--- src/source/cpuSm_defines.svh ---
// CPU bus master constants
`ifndef CPU_SM_DEFINES_SVH
`define CPU_SM_DEFINES_SVH

`define CPU_SM_STATE_W 5
`define CPU_SM_TERM_W 16          // indices above T_STOP read zero

`define T_START_WR    0           // full FIFO, write to memory
`define T_START_RD    1           // FIFO has room, read from memory
`define T_START_FLUSH 2           // drain a partial FIFO
`define T_GRANTED     3
`define T_GRANT_WAIT  4
`define T_STROBE      5
`define T_ACKED       6
`define T_ACK_WAIT    7
`define T_CONT_WR     8
`define T_CONT_RD     9
`define T_FLUSH_END   10
`define T_STOP        11

`endif

--- src/source/cpuSmPkg.sv ---
// CPU bus master types
`include "cpuSm_defines.svh"

package cpuSmPkg;

  // encodings kept from the original state assignment
  typedef enum logic [`CPU_SM_STATE_W-1:0] {
    sIdle      = 5'd0,
    sAddr      = 5'd1,
    sBusReq    = 5'd2,
    sDataWait  = 5'd3,
    sAck       = 5'd28,
    sFlushDone = 5'd30
  } cpuSmState_t;

endpackage

--- src/source/cpuSmInputs.sv ---
// CPU bus master input terms
`include "cpuSm_defines.svh"

module cpuSmInputs import cpuSmPkg::*; (
  input  logic                      CLK90,
  input  logic                      RST_,
  input  logic                      A1,
  input  logic                      BGRANT_,
  input  logic                      BOEQ3,
  input  logic                      CYCLEDONE,
  input  logic                      DMADIR,
  input  logic                      DMAENA,
  input  logic                      DREQ_,
  input  logic                      DSACK0_,
  input  logic                      DSACK1_,
  input  logic                      FIFOEMPTY,
  input  logic                      FIFOFULL,
  input  logic                      FLUSHFIFO,
  input  logic                      LASTWORD,
  input  cpuSmState_t               STATE,
  output logic [`CPU_SM_TERM_W-1:0] E
);

  logic dsack0Ack;                  // synchronised, active high
  logic dsack1Ack;
  logic bothAck;                    // full 32-bit acknowledge
  logic inIdle;
  logic inBusReq;
  logic inAddr;
  logic inDataWait;
  logic inAck;
  logic contWr;
  logic contRd;
  logic flushEnd;

  always_ff @(posedge CLK90 or negedge RST_) begin
    if (!RST_) begin
      dsack0Ack <= 1'b0;
      dsack1Ack <= 1'b0;
    end else begin
      dsack0Ack <= ~DSACK0_;
      dsack1Ack <= ~DSACK1_;
    end
  end

  assign bothAck    = dsack0Ack & dsack1Ack;

  assign inIdle     = STATE == sIdle;
  assign inBusReq   = STATE == sBusReq;
  assign inAddr     = STATE == sAddr;
  assign inDataWait = STATE == sDataWait;
  assign inAck      = STATE == sAck;

  // sAck exits, shared with the stop term
  assign contWr   = inAck & DMAENA & DMADIR & ~FIFOEMPTY;
  assign contRd   = inAck & DMAENA & ~DMADIR & ~FIFOFULL;
  assign flushEnd = inAck & DMADIR & FIFOEMPTY & LASTWORD & BOEQ3;

  // product terms, one per transition
  always_comb begin
    E                 = '0;
    E[`T_START_WR]    = inIdle & DMAENA & DMADIR & FIFOFULL;
    E[`T_START_RD]    = inIdle & DMAENA & ~DMADIR & ~FIFOFULL;
    E[`T_START_FLUSH] = inIdle & DMAENA & DMADIR & FLUSHFIFO & ~FIFOEMPTY;
    E[`T_GRANTED]     = inBusReq & ~BGRANT_ & CYCLEDONE;
    E[`T_GRANT_WAIT]  = inBusReq & (BGRANT_ | ~CYCLEDONE);
    E[`T_STROBE]      = inAddr;
    E[`T_ACKED]       = inDataWait & bothAck;
    E[`T_ACK_WAIT]    = inDataWait & ~bothAck;
    E[`T_CONT_WR]     = contWr;
    E[`T_CONT_RD]     = contRd;
    E[`T_FLUSH_END]   = flushEnd;
    E[`T_STOP]        = inAck & ~(contWr | contRd | flushEnd);
  end

  // an ack term needs both strobes low one edge earlier
  assert property (@(posedge CLK90) disable iff (!RST_)
    E[`T_ACKED] |-> $past(!DSACK0_ && !DSACK1_));

  // byte lane and request lines settle once the bus master is active
  assert property (@(posedge CLK90) disable iff (!RST_)
    !inIdle |-> !$isunknown({A1, BOEQ3, DREQ_}));

endmodule

--- src/source/cpuSmNextState.sv ---
// CPU bus master state register
`include "cpuSm_defines.svh"

module cpuSmNextState import cpuSmPkg::*; (
  input  logic                      CLK90,
  input  logic                      RST_,
  input  logic [`CPU_SM_TERM_W-1:0] E,
  output cpuSmState_t               STATE,
  output cpuSmState_t               nextState
);

  logic anyStart;
  logic anyCont;

  assign anyStart = E[`T_START_WR] | E[`T_START_RD] | E[`T_START_FLUSH];
  assign anyCont  = E[`T_CONT_WR] | E[`T_CONT_RD];

  // first true term wins
  always_comb begin
    nextState = STATE;                  // no term, hold
    if (anyStart) begin
      nextState = sBusReq;
    end else if (E[`T_GRANTED]) begin
      nextState = sAddr;
    end else if (E[`T_GRANT_WAIT]) begin
      nextState = sBusReq;              // grant withheld
    end else if (E[`T_STROBE]) begin
      nextState = sDataWait;
    end else if (E[`T_ACKED]) begin
      nextState = sAck;
    end else if (E[`T_ACK_WAIT]) begin
      nextState = sDataWait;            // slave not ready
    end else if (anyCont) begin
      nextState = sAddr;                // keep the bus, next word
    end else if (E[`T_FLUSH_END]) begin
      nextState = sFlushDone;
    end else if (E[`T_STOP]) begin
      nextState = sIdle;
    end else if (STATE == sFlushDone) begin
      nextState = sIdle;                // done pulse lasts one cycle
    end
  end

  always_ff @(posedge CLK90 or negedge RST_) begin
    if (!RST_) begin
      STATE <= sIdle;
    end else begin
      STATE <= nextState;
    end
  end

  assert property (@(posedge CLK90) disable iff (!RST_)
    STATE inside {sIdle, sBusReq, sAddr, sDataWait, sAck, sFlushDone});

  // sAck exits decoded in the input stage must not overlap or leave a gap
  assert property (@(posedge CLK90) disable iff (!RST_)
    (STATE == sAck) |->
      $onehot({E[`T_CONT_WR], E[`T_CONT_RD], E[`T_FLUSH_END], E[`T_STOP]}));

endmodule

--- src/source/cpuSmOutputs.sv ---
// CPU bus master output strobes
module cpuSmOutputs import cpuSmPkg::*; (
  input  logic        CLK90,
  input  logic        RST_,
  input  cpuSmState_t nextState,
  input  logic        DMADIR,
  output logic        BR_,
  output logic        BGACK_,
  output logic        AS_,
  output logic        DS_,
  output logic        fifoPop,
  output logic        fifoPush,
  output logic        flushDone
);

  logic busOwned;                       // we hold the bus next cycle
  logic strobeOn;                       // address and data strobes
  logic wordDone;

  assign busOwned = nextState inside {sAddr, sDataWait, sAck};
  assign strobeOn = nextState inside {sAddr, sDataWait};
  assign wordDone = nextState == sAck;

  // decoded from nextState so each strobe lines up with its state
  always_ff @(posedge CLK90 or negedge RST_) begin
    if (!RST_) begin
      BR_       <= 1'b1;
      BGACK_    <= 1'b1;
      AS_       <= 1'b1;
      DS_       <= 1'b1;
      fifoPop   <= 1'b0;
      fifoPush  <= 1'b0;
      flushDone <= 1'b0;
    end else begin
      BR_       <= nextState != sBusReq;
      BGACK_    <= ~busOwned;
      AS_       <= ~strobeOn;
      DS_       <= ~strobeOn;
      fifoPop   <= wordDone & DMADIR;   // FIFO to memory
      fifoPush  <= wordDone & ~DMADIR;  // memory to FIFO
      flushDone <= nextState == sFlushDone;
    end
  end

  // never drive an address without owning the bus
  assert property (@(posedge CLK90) disable iff (!RST_)
    !AS_ |-> !BGACK_);

endmodule

--- src/source/cpuSm.sv ---
// CPU bus master top level
`include "cpuSm_defines.svh"

module cpuSm import cpuSmPkg::*; (
  input  logic CLK90,
  input  logic RST_,
  input  logic A1,
  input  logic BGRANT_,
  input  logic BOEQ3,
  input  logic CYCLEDONE,
  input  logic DMADIR,
  input  logic DMAENA,
  input  logic DREQ_,                   // SCSI side request, observed only
  input  logic DSACK0_,
  input  logic DSACK1_,
  input  logic FIFOEMPTY,
  input  logic FIFOFULL,
  input  logic FLUSHFIFO,
  input  logic LASTWORD,
  output logic BR_,
  output logic BGACK_,
  output logic AS_,
  output logic DS_,
  output logic fifoPop,
  output logic fifoPush,
  output logic flushDone
);

  logic [`CPU_SM_TERM_W-1:0] terms;
  cpuSmState_t               state;
  cpuSmState_t               nextState;

  cpuSmInputs inputs_i (
    .CLK90     (CLK90),
    .RST_      (RST_),
    .A1        (A1),
    .BGRANT_   (BGRANT_),
    .BOEQ3     (BOEQ3),
    .CYCLEDONE (CYCLEDONE),
    .DMADIR    (DMADIR),
    .DMAENA    (DMAENA),
    .DREQ_     (DREQ_),
    .DSACK0_   (DSACK0_),
    .DSACK1_   (DSACK1_),
    .FIFOEMPTY (FIFOEMPTY),
    .FIFOFULL  (FIFOFULL),
    .FLUSHFIFO (FLUSHFIFO),
    .LASTWORD  (LASTWORD),
    .STATE     (state),
    .E         (terms)
  );

  cpuSmNextState nextState_i (
    .CLK90     (CLK90),
    .RST_      (RST_),
    .E         (terms),
    .STATE     (state),
    .nextState (nextState)
  );

  cpuSmOutputs outputs_i (
    .CLK90     (CLK90),
    .RST_      (RST_),
    .nextState (nextState),
    .DMADIR    (DMADIR),
    .BR_       (BR_),
    .BGACK_    (BGACK_),
    .AS_       (AS_),
    .DS_       (DS_),
    .fifoPop   (fifoPop),
    .fifoPush  (fifoPush),
    .flushDone (flushDone)
  );

endmodule

--- config.mk ---
export PLATFORM = sky130hd
export DESIGN_NAME = cpuSm
export DESIGN_NICKNAME = d
export VERILOG_FILES = /design/src/source/cpuSmPkg.sv /design/src/source/cpuSmInputs.sv /design/src/source/cpuSmNextState.sv /design/src/source/cpuSmOutputs.sv /design/src/source/cpuSm.sv
export VERILOG_INCLUDE_DIRS = /design/src /design/src/source
export SDC_FILE = /design/constraint.sdc
export NUM_CORES = 1
export LEC_CHECK = 0
export ABC_AREA = 1
export BUFFER_PORTS_ARGS = -buffer_cell sky130_fd_sc_hd__clkbuf_2
export CAP_MARGIN = 5
export CORE_ASPECT_RATIO = 0.8
export CORE_MARGIN = 2
export CORE_UTILIZATION = 25
export DETAILED_ROUTE_END_ITERATION = 7
export HOLD_SLACK_MARGIN = 0.12
export PLACE_DENSITY_LB_ADDON = 0.2
export SYNTH_ARGS = -nofsm -noshare
export SYNTH_HDL_FRONTEND = slang
export SYNTH_SLANG_ARGS = --single-unit
--- constraint.sdc ---
create_clock -name CLK90 -period 3.2 [get_ports CLK90]
set_clock_uncertainty 0.2 [all_clocks]
set_input_delay 0.64 -clock CLK90 [delete_from_list [all_inputs] [get_ports CLK90]]
set_output_delay 0.64 -clock CLK90 [all_outputs]
set_load 0.02 [all_outputs]
==> results.ini <==
[floorplanning]
die-area_mm2 = 0.00335
dieWidth_um = 64.2
initial_core_util = 0.262
io_pins = 22
rows = 17
die_h_um = 52.2
coreArea_mm2 = 0.00277

[drt]
avgRoutedWirePerCell_um = 9.22
dr.first_iter.drc_count = 14
wl_met3_um = 124
routed_wl_um = 1450
wl_met2_um = 600
firstDrtPassIters = 2
wl_met1_um = 723
num_vias = 650
via_per_inst = 4.14
dr.max_layer_used = met3
ant_nets = 0
drc = 0

[worst_setup_path]
arrival_ps = 980
end_kind = output pin
crit_type = flip-flop to output pin
critical-path-top-delay-family = flip-flops
start_kind = flip-flop
worstPathRequired_ps = 2360
worst-path-max-fanout = 2
cpMaxStageDelayCell = dfstp_2
critPathMaxStageDelay_ps = 540
crit_chain = clkbuf_2
timing.critical_path.buf_inv = 1

[logic_synthesis]
synth_top_area_cell = dfrtp_1
ys_seq_elements = 13
avgSynthCellArea_um2 = 7.56
synth_top_area_share = 0.345
ys_warn_count = 0
yosysSeqAreaShare = 0.453
synthCells = 96
yosys-top-cells-area = dfrtp_1 (34%), nand2_1 (15%), dfstp_2 (11%), inv_1 (7.8%), nand3_1 (6.2%)
yosysUniqueCellTypes = 19
synth_area_um2 = 726
synth_nets = 111

[timing]
fmaxAchievable_mhz = 550
setup_slack_ps = 1380
post-route-min-period_ps = 1820
final_hold_viol_count = 0
worst_pin_slew_ps = 358
rsz0062_at_grt = no
setup_viol = 0
slew_viol_final = 0
whs_ps = 289
fin_crit_sh = 0.568
fin_tns_setup_ps = 0
slew_headroom = 0.761

[final_layout]
fillers = 322
antenna_cells = 0
nets = 135
final_common_cell = nand2_1
final_cell_mix = nand2_1 (29), clkbuf_2 (19), inv_1 (15)
drive_above_1_share = 0.336
area_growth_syn_to_layout_pct = 23.8

[cts]
postCtsSetupRepairBufs = 0
cts_resized = 0
clock_latency_ps = 280
cts_tree = done
ctsHoldBuffers = 1
cts_buffer_depth = 2
cts.sinks = 13
cts_buffers = 3
cts-root-buf = clkbuf_4
htree_num_levels = 1
clk_pin_slew_ps = 80

[grt]
globalRouteOverflowTotal = 0
antenna_found_initial = 0
grt_pass1_vias = 595
grt_pass1_wl_um = 2500
grt_max_degree = 14
grt_usage = 0.0987

[place]
place_congestion = 0.789
dpl_worst_slack_ps = 1310
port_buffers = 19
place_hpwl_um = 1170

[run_status]
status = finished clean

[run]
drv_cap = 0

[hold_path]
hp-class = input port to flip-flop

[pwr]
powerDensity_mw_per_mm2 = 776
ir_drop_mv = 0.240
total_power_mw = 0.697
total_leakage_power_nw = 0.517

==> routing by layer <==
| layer | GRT usage | vias to the layer above |
|---|---|---|
| met3 | 0.0473 | 0 |
| met4 | 0.0106 | 0 |
| met2 | 0.155 | 20 |
| met5 | 0 | - |
| met1 | 0.128 | 290 |
| li1 | - | 340 |
==> logic make-up (layout without fill, tap and decap cells) <==
group,Yosys count,after routing,share of synthesized area
AOI/OAI and AO/OA,3,3,0.0241
buffers and inverters,20,43,0.109
DFF,13,13,0.453
and+or+nand+nor,60,60,0.414
==> power by group <==
group,total (mW),internal (mW),leakage [nW],switching (mW)
Combinational,0.320,0.110,0.344,0.211
Clock,0.104,0.0464,0.0177,0.0577
Sequential,0.273,0.216,0.155,0.0563
Total,0.697,0.372,0.517,0.325
==> final timing paths <==
kind	from	endpoint	slack (ps)	cells past startpoint
worst min-delay path	DSACK1_	inputs_i.dsack1Ack$_DFF_PN0_	290	2
worst max-delay path	outputs_i.AS_$_DFF_PN1_	AS_	1380	1
worst max register to register	nextState_i.STATE[2]$_DFF_PN0_	outputs_i.fifoPop$_DFF_PN0_	1510	10
max in group asynchronous	RST_	outputs_i.AS_$_DFF_PN1_	1900	2
min in group asynchronous	RST_	outputs_i.flushDone$_DFF_PN0_	600	2
worst min register to register	nextState_i.STATE[2]$_DFF_PN0_	outputs_i.flushDone$_DFF_PN0_	530	4
==> per-stage QoR <==
stage	cells	util	cell area (um2)
after floorplan	96	-	726
after global placement	152	0.311	861
after detailed placement	152	0.311	861
after CTS	157	0.325	898
after global routing	157	0.325	898
final	157	0.325	898
==> synth_stat cells <==
master     n
dfrtp_1   10
nand2_4    1
a21oi_1    2
nand4_1    2
clkinv_1   1
nor2_2     1
a211oi_1   1
nand3_1    9
nor2_4     1
nand2_2    3
nand4_2    1
nor2_1     9
inv_2      3
nand3_2    2
nand2_1   29
dfstp_2    3
nor3_2     2
buf_4      1
inv_1     15
==> flip-flops by register name, indices dropped and copies added, names as in the netlist <==
signal,flops
nextState_i.STATE,5
inputs_i.dsack0Ack,1
inputs_i.dsack1Ack,1
outputs_i.AS_,1
outputs_i.BGACK_,1
outputs_i.BR_,1
outputs_i.fifoPop,1
outputs_i.fifoPush,1
outputs_i.flushDone,1
==> final cells by class <==
type,count,area (um2),share of cell area
multi-input combinational,63,318,0.354
clock inverter,1,5.00,0.00557
sequential,13,329,0.366
tap,38,47.5,0.0529
timing repair buffer,20,105,0.117
clock buffer,3,22.5,0.0251
inverter,19,71.3,0.0794
No activity file was read; power rests on OpenSTA's default activity.
